<file path="config.mk">
export PLATFORM = sky130hd
export DESIGN_NAME = csr_top
export DESIGN_NICKNAME = d
export VERILOG_FILES = /design/src/source/csr_pkg.sv /design/src/source/csr_bus_port.sv /design/src/source/csr_obs_fsm.sv /design/src/source/csr_read_mux.sv /design/src/source/csr_reg_file.sv /design/src/source/csr_top.sv
export SDC_FILE = /design/constraint.sdc
export NUM_CORES = 1
export LEC_CHECK = 0
export BUFFER_PORTS_ARGS = -buffer_cell sky130_fd_sc_hd__buf_4
export CORE_MARGIN = 5
export CORE_UTILIZATION = 53
export DETAILED_ROUTE_END_ITERATION = 7
export PLACE_DENSITY = 0.86
export SYNTH_ARGS = -nofsm -noshare
export SYNTH_HDL_FRONTEND = slang
export SYNTH_SLANG_ARGS = --single-unit
</file>
<file path="constraint.sdc">
create_clock -name clk_i -period 4.5 [get_ports clk_i]
set_input_delay 1.35 -clock clk_i [delete_from_list [all_inputs] [get_ports clk_i]]
set_output_delay 1.35 -clock clk_i [all_outputs]
set_load 0.05 [all_outputs]
</file>
<file path="src/source/csr_pkg.sv">
/*
  Shared definitions for the accelerator control and status registers.
  Holds bus widths, register word addresses, field bit positions, the
  observable state encoding and the structs that carry requests, pulses
  and configuration between the blocks. Referenced by scoped names only.
*/
package csr_pkg;

  // --------------------
  // Widths and sizes
  // --------------------
  localparam int unsigned CsrDataWidth       = 32;
  localparam int unsigned CsrAddrWidth       = 32;
  localparam int unsigned InstMemAddrWidth   = 8;
  localparam int unsigned InstLoopCountWidth = 16;
  localparam int unsigned NumLoops           = 4;
  localparam int unsigned NumRegs            = 13;
  localparam int unsigned ObsWidth           = 4;

  // Core settings register fields
  localparam int unsigned CoreStartBit    = 0;
  localparam int unsigned CoreBusyBit     = 1;
  localparam int unsigned CoreSeqTestBit  = 2;
  localparam int unsigned CorePortALsb    = 3;
  localparam int unsigned CorePortBBit    = 5;
  localparam int unsigned CoreClrBit      = 6;
  localparam int unsigned CoreFifoClrBit  = 7;
  localparam int unsigned CoreRegsClrBit  = 8;
  localparam int unsigned CoreDslcClrBit  = 9;

  // Instruction control and prediction fields
  localparam int unsigned InstWriteModeBit = 0;
  localparam int unsigned InstDbgBit       = 1;
  localparam int unsigned InstClrBit       = 2;
  localparam int unsigned PredValidBit     = 8;

  // --------------------
  // Register word addresses
  // --------------------
  typedef enum logic [CsrAddrWidth-1:0] {
    CORE_SET     = 0,
    AM_NUM_PRED  = 1,
    AM_PRED      = 2,
    INST_CTRL    = 3,
    INST_WR_ADDR = 4,
    INST_WR_DATA = 5,
    INST_PC      = 6,
    LOOP_CTRL    = 7,
    LOOP_JUMP    = 8,
    LOOP_END     = 9,
    LOOP_COUNT1  = 10,
    LOOP_COUNT2  = 11,
    OBSERVABLE   = 12
  } csr_addr_e;

  typedef enum logic [1:0] {
    OBS_IDLE    = 2'b00,
    OBS_RUNNING = 2'b01,
    OBS_DEBUG   = 2'b10,
    OBS_DONE    = 2'b11
  } obs_state_e;

  // --------------------
  // Structs
  // --------------------
  typedef struct packed {
    logic [CsrAddrWidth-1:0] addr;
    logic [CsrDataWidth-1:0] data;
    logic                    write;
  } csr_req_t;

  typedef struct packed {
    logic start;
    logic clr;
    logic fifo_clr;
    logic regs_clr;
    logic dslc_clr;
    logic inst_clr;
    logic pred_valid_clr;
  } ctrl_pulse_t;

  typedef struct packed {
    logic                    seq_test;
    logic [1:0]              port_a_sel;
    logic                    port_b_sel;
    logic [CsrDataWidth-1:0] am_num_pred;
    logic                    inst_write_mode;
    logic                    inst_dbg;
  } core_cfg_t;

  typedef struct packed {
    logic [2:0]                                   mode;
    logic [1:0]                                   hvdim_sel;
    logic [4:0]                                   ext_count;
    logic                                         ext_en;
    logic [NumLoops-1:0][InstMemAddrWidth-1:0]    jump_addr;
    logic [NumLoops-1:0][InstMemAddrWidth-1:0]    end_addr;
    logic [NumLoops-1:0][InstLoopCountWidth-1:0]  count;
  } loop_cfg_t;

  typedef struct packed {
    logic [InstMemAddrWidth-1:0] addr;
    logic                        addr_en;
    logic [CsrDataWidth-1:0]     data;
    logic                        data_en;
  } inst_wr_t;

endpackage

</file>
<file path="src/source/csr_bus_port.sv">
/*
  Request and response side of the register bus.
  Requests are always accepted and split into write and read strobes.
  Read data passes straight through when the master takes it at once,
  otherwise it is parked in a holding register until the response is taken.
*/
`timescale 1ns/1ns

module csr_bus_port (
  input  logic                             clk_i,
  input  logic                             rst_ni,
  input  csr_pkg::csr_req_t                req_i,
  input  logic                             req_valid_i,
  output logic                             req_ready_o,
  input  logic [csr_pkg::CsrDataWidth-1:0] rd_data_i,
  output logic [csr_pkg::CsrDataWidth-1:0] rsp_data_o,
  output logic                             rsp_valid_o,
  input  logic                             rsp_ready_i,
  output logic                             wr_en_o,
  output logic                             rd_en_o
);

  logic                             req_fire;
  logic                             rsp_fire;
  logic                             held_q;
  logic [csr_pkg::CsrDataWidth-1:0] held_data_q;

  assign req_ready_o = 1'b1;
  assign req_fire    = req_valid_i & req_ready_o;
  assign wr_en_o     = req_fire & req_i.write;
  assign rd_en_o     = req_fire & ~req_i.write;
  assign rsp_fire    = rsp_valid_o & rsp_ready_i;

  // Holding flag for a response the master did not take
  always_ff @(posedge clk_i or negedge rst_ni) begin
    if (!rst_ni) begin
      held_q <= 1'b0;
    end else if (rd_en_o && !rsp_fire) begin
      held_q <= 1'b1;
    end else if (rsp_fire) begin
      held_q <= 1'b0;
    end
  end

  always_ff @(posedge clk_i) begin
    if (rd_en_o && !rsp_fire) begin
      held_data_q <= rd_data_i;
    end
  end

  assign rsp_valid_o = rd_en_o | held_q;
  assign rsp_data_o  = held_q ? held_data_q : rd_data_i;

endmodule

</file>
<file path="src/source/csr_obs_fsm.sv">
/*
  Summary of the core state for the observable register.
  Tracks idle, debug, running and done from the start and clear pulses,
  the core busy flag and the instruction debug mode bit.
*/
`timescale 1ns/1ns

module csr_obs_fsm (
  input  logic                clk_i,
  input  logic                rst_ni,
  input  logic                start_i,
  input  logic                clr_i,
  input  logic                busy_i,
  input  logic                dbg_i,
  output csr_pkg::obs_state_e state_o
);

  csr_pkg::obs_state_e state_q;
  csr_pkg::obs_state_e state_d;

  // First matching condition wins
  always_comb begin
    state_d = state_q;
    if (start_i) begin
      state_d = csr_pkg::OBS_RUNNING;
    end else if ((state_q == csr_pkg::OBS_RUNNING) && !busy_i) begin
      state_d = csr_pkg::OBS_DONE;
    end else if ((state_q == csr_pkg::OBS_IDLE) && dbg_i) begin
      state_d = csr_pkg::OBS_DEBUG;
    end else if (clr_i) begin
      state_d = csr_pkg::OBS_IDLE;
    end
  end

  always_ff @(posedge clk_i or negedge rst_ni) begin
    if (!rst_ni) begin
      state_q <= csr_pkg::OBS_IDLE;
    end else begin
      state_q <= state_d;
    end
  end

  assign state_o = state_q;

endmodule

</file>
<file path="src/source/csr_read_mux.sv">
/*
  Read data assembly.
  Builds the word returned for a read address from stored registers and
  live status inputs. Write-only bits and unmapped addresses read as zero.
*/
`timescale 1ns/1ns

module csr_read_mux (
  input  logic [csr_pkg::CsrAddrWidth-1:0]                        addr_i,
  input  logic [csr_pkg::NumRegs-1:0][csr_pkg::CsrDataWidth-1:0]  regs_i,
  input  logic                                                    busy_i,
  input  logic [7:0]                                              am_pred_i,
  input  logic                                                    am_pred_valid_i,
  input  logic [csr_pkg::InstMemAddrWidth-1:0]                    inst_pc_i,
  input  csr_pkg::obs_state_e                                     obs_state_i,
  output logic [csr_pkg::CsrDataWidth-1:0]                        rd_data_o
);

  always_comb begin
    rd_data_o = '0;
    case (addr_i)
      csr_pkg::CORE_SET: begin
        rd_data_o[csr_pkg::CorePortBBit]        =
          regs_i[csr_pkg::CORE_SET][csr_pkg::CorePortBBit];
        rd_data_o[csr_pkg::CorePortALsb +: 2]   =
          regs_i[csr_pkg::CORE_SET][csr_pkg::CorePortALsb +: 2];
        rd_data_o[csr_pkg::CoreSeqTestBit]      =
          regs_i[csr_pkg::CORE_SET][csr_pkg::CoreSeqTestBit];
        rd_data_o[csr_pkg::CoreBusyBit]         = busy_i;
      end
      csr_pkg::AM_PRED: begin
        rd_data_o[csr_pkg::PredValidBit] = am_pred_valid_i;
        rd_data_o[7:0]                   = am_pred_i;
      end
      csr_pkg::INST_CTRL: begin
        // Clear bit is write-only
        rd_data_o[csr_pkg::InstWriteModeBit] =
          regs_i[csr_pkg::INST_CTRL][csr_pkg::InstWriteModeBit];
        rd_data_o[csr_pkg::InstDbgBit]       =
          regs_i[csr_pkg::INST_CTRL][csr_pkg::InstDbgBit];
      end
      csr_pkg::INST_PC: begin
        rd_data_o[csr_pkg::InstMemAddrWidth-1:0] = inst_pc_i;
      end
      csr_pkg::LOOP_CTRL: begin
        rd_data_o[9:0] = regs_i[csr_pkg::LOOP_CTRL][9:0];
      end
      csr_pkg::OBSERVABLE: begin
        rd_data_o[3:2] = obs_state_i;
        rd_data_o[1:0] = regs_i[csr_pkg::OBSERVABLE][1:0];
      end
      csr_pkg::AM_NUM_PRED,
      csr_pkg::LOOP_JUMP,
      csr_pkg::LOOP_END,
      csr_pkg::LOOP_COUNT1,
      csr_pkg::LOOP_COUNT2: begin
        rd_data_o = regs_i[addr_i[3:0]];
      end
      default: begin
        rd_data_o = '0;
      end
    endcase
  end

endmodule

</file>
<file path="src/source/csr_reg_file.sv">
/*
  Register storage with write decode.
  Stores the writable words, turns write-only bits into single-cycle pulses
  and instruction-memory write strobes, and unpacks the stored fields into
  the configuration structs that drive the accelerator core.
*/
`timescale 1ns/1ns

module csr_reg_file (
  input  logic                                                    clk_i,
  input  logic                                                    rst_ni,
  input  logic                                                    wr_en_i,
  input  csr_pkg::csr_req_t                                       req_i,
  output logic [csr_pkg::NumRegs-1:0][csr_pkg::CsrDataWidth-1:0]  regs_o,
  output csr_pkg::ctrl_pulse_t                                    pulse_o,
  output csr_pkg::core_cfg_t                                      core_cfg_o,
  output csr_pkg::loop_cfg_t                                      loop_cfg_o,
  output csr_pkg::inst_wr_t                                       inst_wr_o
);

  logic [csr_pkg::NumRegs-1:0][csr_pkg::CsrDataWidth-1:0] regs_q;
  logic store_en;
  logic wr_core;
  logic wr_inst;

  // Read-only words and the instruction write ports hold no storage
  assign store_en = wr_en_i && (req_i.addr < csr_pkg::NumRegs) &&
                    (req_i.addr != csr_pkg::AM_PRED) &&
                    (req_i.addr != csr_pkg::INST_PC) &&
                    (req_i.addr != csr_pkg::INST_WR_ADDR) &&
                    (req_i.addr != csr_pkg::INST_WR_DATA);

  always_ff @(posedge clk_i or negedge rst_ni) begin
    if (!rst_ni) begin
      regs_q <= '0;
    end else begin
      for (int i = 0; i < csr_pkg::NumRegs; i++) begin
        if (store_en && (req_i.addr == i)) begin
          regs_q[i] <= req_i.data;
        end
      end
    end
  end

  assign regs_o = regs_q;

  // --------------------
  // Write-only pulses
  // --------------------
  assign wr_core = wr_en_i && (req_i.addr == csr_pkg::CORE_SET);
  assign wr_inst = wr_en_i && (req_i.addr == csr_pkg::INST_CTRL);

  always_comb begin
    pulse_o.start          = wr_core && req_i.data[csr_pkg::CoreStartBit];
    pulse_o.clr            = wr_core && req_i.data[csr_pkg::CoreClrBit];
    pulse_o.fifo_clr       = wr_core && req_i.data[csr_pkg::CoreFifoClrBit];
    pulse_o.regs_clr       = wr_core && req_i.data[csr_pkg::CoreRegsClrBit];
    pulse_o.dslc_clr       = wr_core && req_i.data[csr_pkg::CoreDslcClrBit];
    pulse_o.inst_clr       = wr_inst && req_i.data[csr_pkg::InstClrBit];
    pulse_o.pred_valid_clr = wr_en_i && (req_i.addr == csr_pkg::AM_PRED) &&
                             req_i.data[csr_pkg::PredValidBit];
  end

  // Instruction memory write port, straight from the request
  always_comb begin
    inst_wr_o.addr    = req_i.data[csr_pkg::InstMemAddrWidth-1:0];
    inst_wr_o.addr_en = wr_en_i && (req_i.addr == csr_pkg::INST_WR_ADDR);
    inst_wr_o.data    = req_i.data;
    inst_wr_o.data_en = wr_en_i && (req_i.addr == csr_pkg::INST_WR_DATA);
  end

  // --------------------
  // Configuration fields
  // --------------------
  always_comb begin
    core_cfg_o.seq_test        = regs_q[csr_pkg::CORE_SET][csr_pkg::CoreSeqTestBit];
    core_cfg_o.port_a_sel      = regs_q[csr_pkg::CORE_SET][csr_pkg::CorePortALsb +: 2];
    core_cfg_o.port_b_sel      = regs_q[csr_pkg::CORE_SET][csr_pkg::CorePortBBit];
    core_cfg_o.am_num_pred     = regs_q[csr_pkg::AM_NUM_PRED];
    core_cfg_o.inst_write_mode = regs_q[csr_pkg::INST_CTRL][csr_pkg::InstWriteModeBit];
    core_cfg_o.inst_dbg        = regs_q[csr_pkg::INST_CTRL][csr_pkg::InstDbgBit];
  end

  always_comb begin
    // Loop control word is mode 2:0, dimension select 4:3, extension count 9:5
    loop_cfg_o.mode      = regs_q[csr_pkg::LOOP_CTRL][2:0];
    loop_cfg_o.hvdim_sel = regs_q[csr_pkg::LOOP_CTRL][4:3];
    loop_cfg_o.ext_count = regs_q[csr_pkg::LOOP_CTRL][9:5];
    loop_cfg_o.ext_en    = |regs_q[csr_pkg::LOOP_CTRL][9:5];
    for (int i = 0; i < csr_pkg::NumLoops; i++) begin
      loop_cfg_o.jump_addr[i] =
        regs_q[csr_pkg::LOOP_JUMP][i*csr_pkg::InstMemAddrWidth +: csr_pkg::InstMemAddrWidth];
      loop_cfg_o.end_addr[i]  =
        regs_q[csr_pkg::LOOP_END][i*csr_pkg::InstMemAddrWidth +: csr_pkg::InstMemAddrWidth];
      // Two counts per word, lower loop in the low half
      loop_cfg_o.count[i] = regs_q[csr_pkg::LOOP_COUNT1 + i/2]
                                  [(i%2)*csr_pkg::InstLoopCountWidth +:
                                   csr_pkg::InstLoopCountWidth];
    end
  end

endmodule

</file>
<file path="src/source/csr_top.sv">
/*
  Control and status register block of the HDC accelerator.
  Connects the bus port, register file, read mux and observable FSM.
  Reads answer in the accept cycle; writes land on the next clock edge.
*/
`timescale 1ns/1ns

module csr_top (
  input  logic                                 clk_i,
  input  logic                                 rst_ni,
  // Request and response
  input  csr_pkg::csr_req_t                    req_i,
  input  logic                                 req_valid_i,
  output logic                                 req_ready_o,
  output logic [csr_pkg::CsrDataWidth-1:0]     rsp_data_o,
  output logic                                 rsp_valid_o,
  input  logic                                 rsp_ready_i,
  // Core status
  input  logic                                 busy_i,
  input  logic [7:0]                           am_pred_i,
  input  logic                                 am_pred_valid_i,
  input  logic [csr_pkg::InstMemAddrWidth-1:0] inst_pc_i,
  // Configuration and control
  output csr_pkg::ctrl_pulse_t                 pulse_o,
  output csr_pkg::core_cfg_t                   core_cfg_o,
  output csr_pkg::loop_cfg_t                   loop_cfg_o,
  output csr_pkg::inst_wr_t                    inst_wr_o,
  output logic [csr_pkg::ObsWidth-1:0]         obs_o
);

  logic                                                   wr_en;
  logic [csr_pkg::CsrDataWidth-1:0]                       rd_data;
  logic [csr_pkg::NumRegs-1:0][csr_pkg::CsrDataWidth-1:0] regs;
  csr_pkg::obs_state_e                                    obs_state;

  csr_bus_port u_bus_port (
    .clk_i       (clk_i),
    .rst_ni      (rst_ni),
    .req_i       (req_i),
    .req_valid_i (req_valid_i),
    .req_ready_o (req_ready_o),
    .rd_data_i   (rd_data),
    .rsp_data_o  (rsp_data_o),
    .rsp_valid_o (rsp_valid_o),
    .rsp_ready_i (rsp_ready_i),
    .wr_en_o     (wr_en),
    .rd_en_o     ()
  );

  csr_reg_file u_reg_file (
    .clk_i      (clk_i),
    .rst_ni     (rst_ni),
    .wr_en_i    (wr_en),
    .req_i      (req_i),
    .regs_o     (regs),
    .pulse_o    (pulse_o),
    .core_cfg_o (core_cfg_o),
    .loop_cfg_o (loop_cfg_o),
    .inst_wr_o  (inst_wr_o)
  );

  csr_read_mux u_read_mux (
    .addr_i          (req_i.addr),
    .regs_i          (regs),
    .busy_i          (busy_i),
    .am_pred_i       (am_pred_i),
    .am_pred_valid_i (am_pred_valid_i),
    .inst_pc_i       (inst_pc_i),
    .obs_state_i     (obs_state),
    .rd_data_o       (rd_data)
  );

  csr_obs_fsm u_obs_fsm (
    .clk_i   (clk_i),
    .rst_ni  (rst_ni),
    .start_i (pulse_o.start),
    .clr_i   (pulse_o.clr),
    .busy_i  (busy_i),
    .dbg_i   (core_cfg_o.inst_dbg),
    .state_o (obs_state)
  );

  // State on top, software-owned bits below
  assign obs_o = {obs_state, regs[csr_pkg::OBSERVABLE][1:0]};

endmodule

</file>
==> results.ini <==
[die]
fp.dieW_um = 177
dieHeight_um = 177
ios = 351
rows = 61
fp.coreArea_um2 = 27600
initial_core_util_pct = 53.3
die_area_um2 = 31200

[finish]
drive_gt1_share_pct = 40.3
area_delta_synth_final_pct = 21.7
n_antenna_cell = 0
instances_no_fill = 1724
nets = 1413
final_cell_mix = buf_4 (369), dfrtp_1 (248), mux2_1 (220), mux2i_1 (57), nand2_1 (44)
fillCellCount = 2002
multiInputGateArea_um2 = 5880
final_common_cell = buf_4
ff_latch_area_um2 = 7200

[power]
finalPower_mw = 5.56
ir_drop_mv = 0.251
power.density_nw_per_um2 = 310
power.leakage_nw = 9.04

[sta]
tightest_slew_ns = 1.08
min_period_ns = 4.61
slew_headroom_pct = 27.7
finClkSkew_ns = 0.00679
timing.fmax_mhz = 217
hold_viol_final = 0
rsz0062_at_grt = true
fin_crit_sh_pct = 102
finalWorstSetupSlack_ns = -0.105
slew_viol_final = 0
setup_viol = 22

[worst_setup_path]
cp_max_fo = 6
end_kind = output pin
path_cells = buf_4 > nor4_4 > nand4_1 > or2_1 > a211o_4 > buf_6 > o41ai_4 > buf_6
cpPeakStageDelay_ns = 0.42
cp.required_ns = 3.15
critPathBufInv = 3
critPathSlowestCell = a211o_4
r2r_end = u_bus_port.held_data_q[9]
crit_top_cell = buf_6
cp.depth = 8
cp-startpoint = req_i[50]
reg2reg_slack_ns = 2.74
start_kind = input pin
endpoint = rsp_data_o[22]
r2r-start = u_reg_file.loop_cfg_o[41]
crit_family = simple AND/OR/NAND/NOR gates
crit_type = in -> out
rr_worst_depth = 4
cp.arrival_ns = 3.26

[global_route]
grt_overflow_total = 0
grt_pass1_wl_um = 62700
grt_usage_pct = 25.5
grt_pass1_vias = 10539
antenna_found_initial = 0
grt_max_degree = 101

[yosys]
ys.warnings.count = 0
synth-seq-cells = 281
synthFlopType = dfrtp_1
ys_seq_area_share_pct = 48.9
syn_avg_cell_area_um2 = 12.3
syn_inst = 1198
synth_edf_count = 32
async_flop_share_pct = 88.6
ys_types = 54
syn_area_um2 = 14700
synth_fp_nets = 1285

[routing]
viasPerCell = 5.82
drt_wl_total_um = 41200
num_vias = 10039
ant_nets = 0
drt-pass1-iter-count = 5
drt-initial-drc-count = 896
wl_per_cell_um = 23.9
drc = 0

[cts]
hold_buffers = 0
clk_latency_ns = 0.55
clock-sinks = 281
path_clk_slew_ns = 0.06
cts_buffer_depth = 3
clockRootBuffer = clkbuf_16
cts_max_level = 1
cts_tree = built
cts-buffers-inserted = 29

[hold_path]
hold_path_class = reg -> reg

[place]
dpl.hpwl_um = 29000
io_buffers = 349
globalplace.congestion = 0.966
dpl.cell_count = 1667
dpl_worst_slack_ns = -0.234

[flow_run]
cap_violations = 0

[run_status]
violations = setup timing
status = finished with violations

==> repair_timing <==
action | 4_1_cts | 5_1_grt
gates cloned | 2 | 0
buffers inserted | 4 | 2
pin swaps | 22 | 12
endpoints found under the setup margin | 25 | 33
gates resized for setup | 42 | 14
==> sequential cells by signal (all words and copies together), names as in the netlist <==
name and flops:
u_reg_file.loop_cfg_o 138, u_reg_file.regs_o 70, u_reg_file.core_cfg_o 38, u_bus_port.held_data_q 32, u_obs_fsm.state_o 2, u_bus_port.held_q 1
==> cell type report <==
cell class                 count  area share [%]
clock buffer                  45            4.96
sequential                   281            40.2
inverter                       4          0.0838
tap                          378            2.64
clock inverter                 6           0.272
timing repair buffer         415            19.0
multi-input combinational    595            32.8
==> power breakdown <==
group / switching, mW / total, mW / internal (mW)
logic: 0.405 / 0.613 / 0.208
clock network: 1.00 / 2.36 / 1.36
registers: 0.0119 / 2.59 / 2.58
total: 1.42 / 5.56 / 4.14
==> Yosys cell counts (all sizes together), types with 4 or more instances <==
cell type,number,area [µm²]
nand3,10,50.1
nor2,44,165
o31ai,21,163
and2,9,56.3
dfrtp,249,6230
clkbuf,47,176
nor2b,10,62.6
mux4,24,541
nand4,7,62.6
nand2,44,165
nor4,9,81.3
a22oi,25,188
inv,4,15.0
o221ai,5,43.8
buf,271,1940
edfxtp,32,961
mux2,227,2560
and3,4,25.0
a22o,5,43.8
nor3,7,62.6
a21oi,14,70.1
o21ai,35,175
nand2b,6,37.5
mux2i,57,571
==> layer usage <==
metal | GRT usage, % | vias to the layer above | share of wire, %
li1 | - | 4300 | -
met1 | 33.6 | 5084 | 39
met2 | 42.4 | 541 | 49
met3 | 4.74 | 114 | 7.8
met4 | 9.80 | 0 | 4.1
met5 | 0 | - | 0
==> cell families (layout without fill, tap and decap cells) <==
family,after synthesis,count (layout),share of synthesized area [%]
DFF,281,281,48.9
AOI/OAI and AO/OA,128,128,6.02
buffers and inverters,322,470,14.5
and+or+nand+nor,158,158,5.65
muxes,308,308,24.9
other,1,1,0.0255
==> metrics by stage <==
step | utilization [%] | area [µm²] | hold slack (ns) | TNS, ns
5_1_grt | 64.8 | 17900 | 0.385 | -2.15
6_report | 64.8 | 17900 | 0.375 | -1.35
3_3_place_gp | 60.3 | 16600 | 0.364 | -3.45
4_1_cts | 64.7 | 17900 | 0.379 | -0.505
3_5_place_dp | 60.3 | 16600 | 0.365 | -4.33
2_1_floorplan | - | 15000 | 0.428 | -1.45
==> how the worst min path moves through the flow <==
stage | slack, ns | to | start | depth (start not counted)
2_1_floorplan | 0.43 | u_reg_file.regs_o[74] | u_reg_file.regs_o[74] | 1
3_3_place_gp | 0.36 | u_reg_file.regs_o[94] | u_reg_file.regs_o[94] | 0
3_5_place_dp | 0.36 | u_reg_file.regs_o[92] | u_reg_file.regs_o[92] | 0
4_1_cts | 0.38 | u_reg_file.regs_o[92] | u_reg_file.regs_o[92] | 0
5_1_grt | 0.39 | u_reg_file.regs_o[94] | u_reg_file.regs_o[94] | 0
6_report | 0.37 | u_reg_file.regs_o[92] | u_reg_file.regs_o[92] | 0
==> worst register-to-register path, delay by kind of cell, from the launching register on <==
kind / cells / cell delay, ns
flops: 1 / 0.39
simple gates: 1 / 0.04
compound gates: 1 / 0.39
mux: 1 / 0.52
buf+inv: 1 / 0.19
No activity file was read; power rests on OpenSTA's default activity.
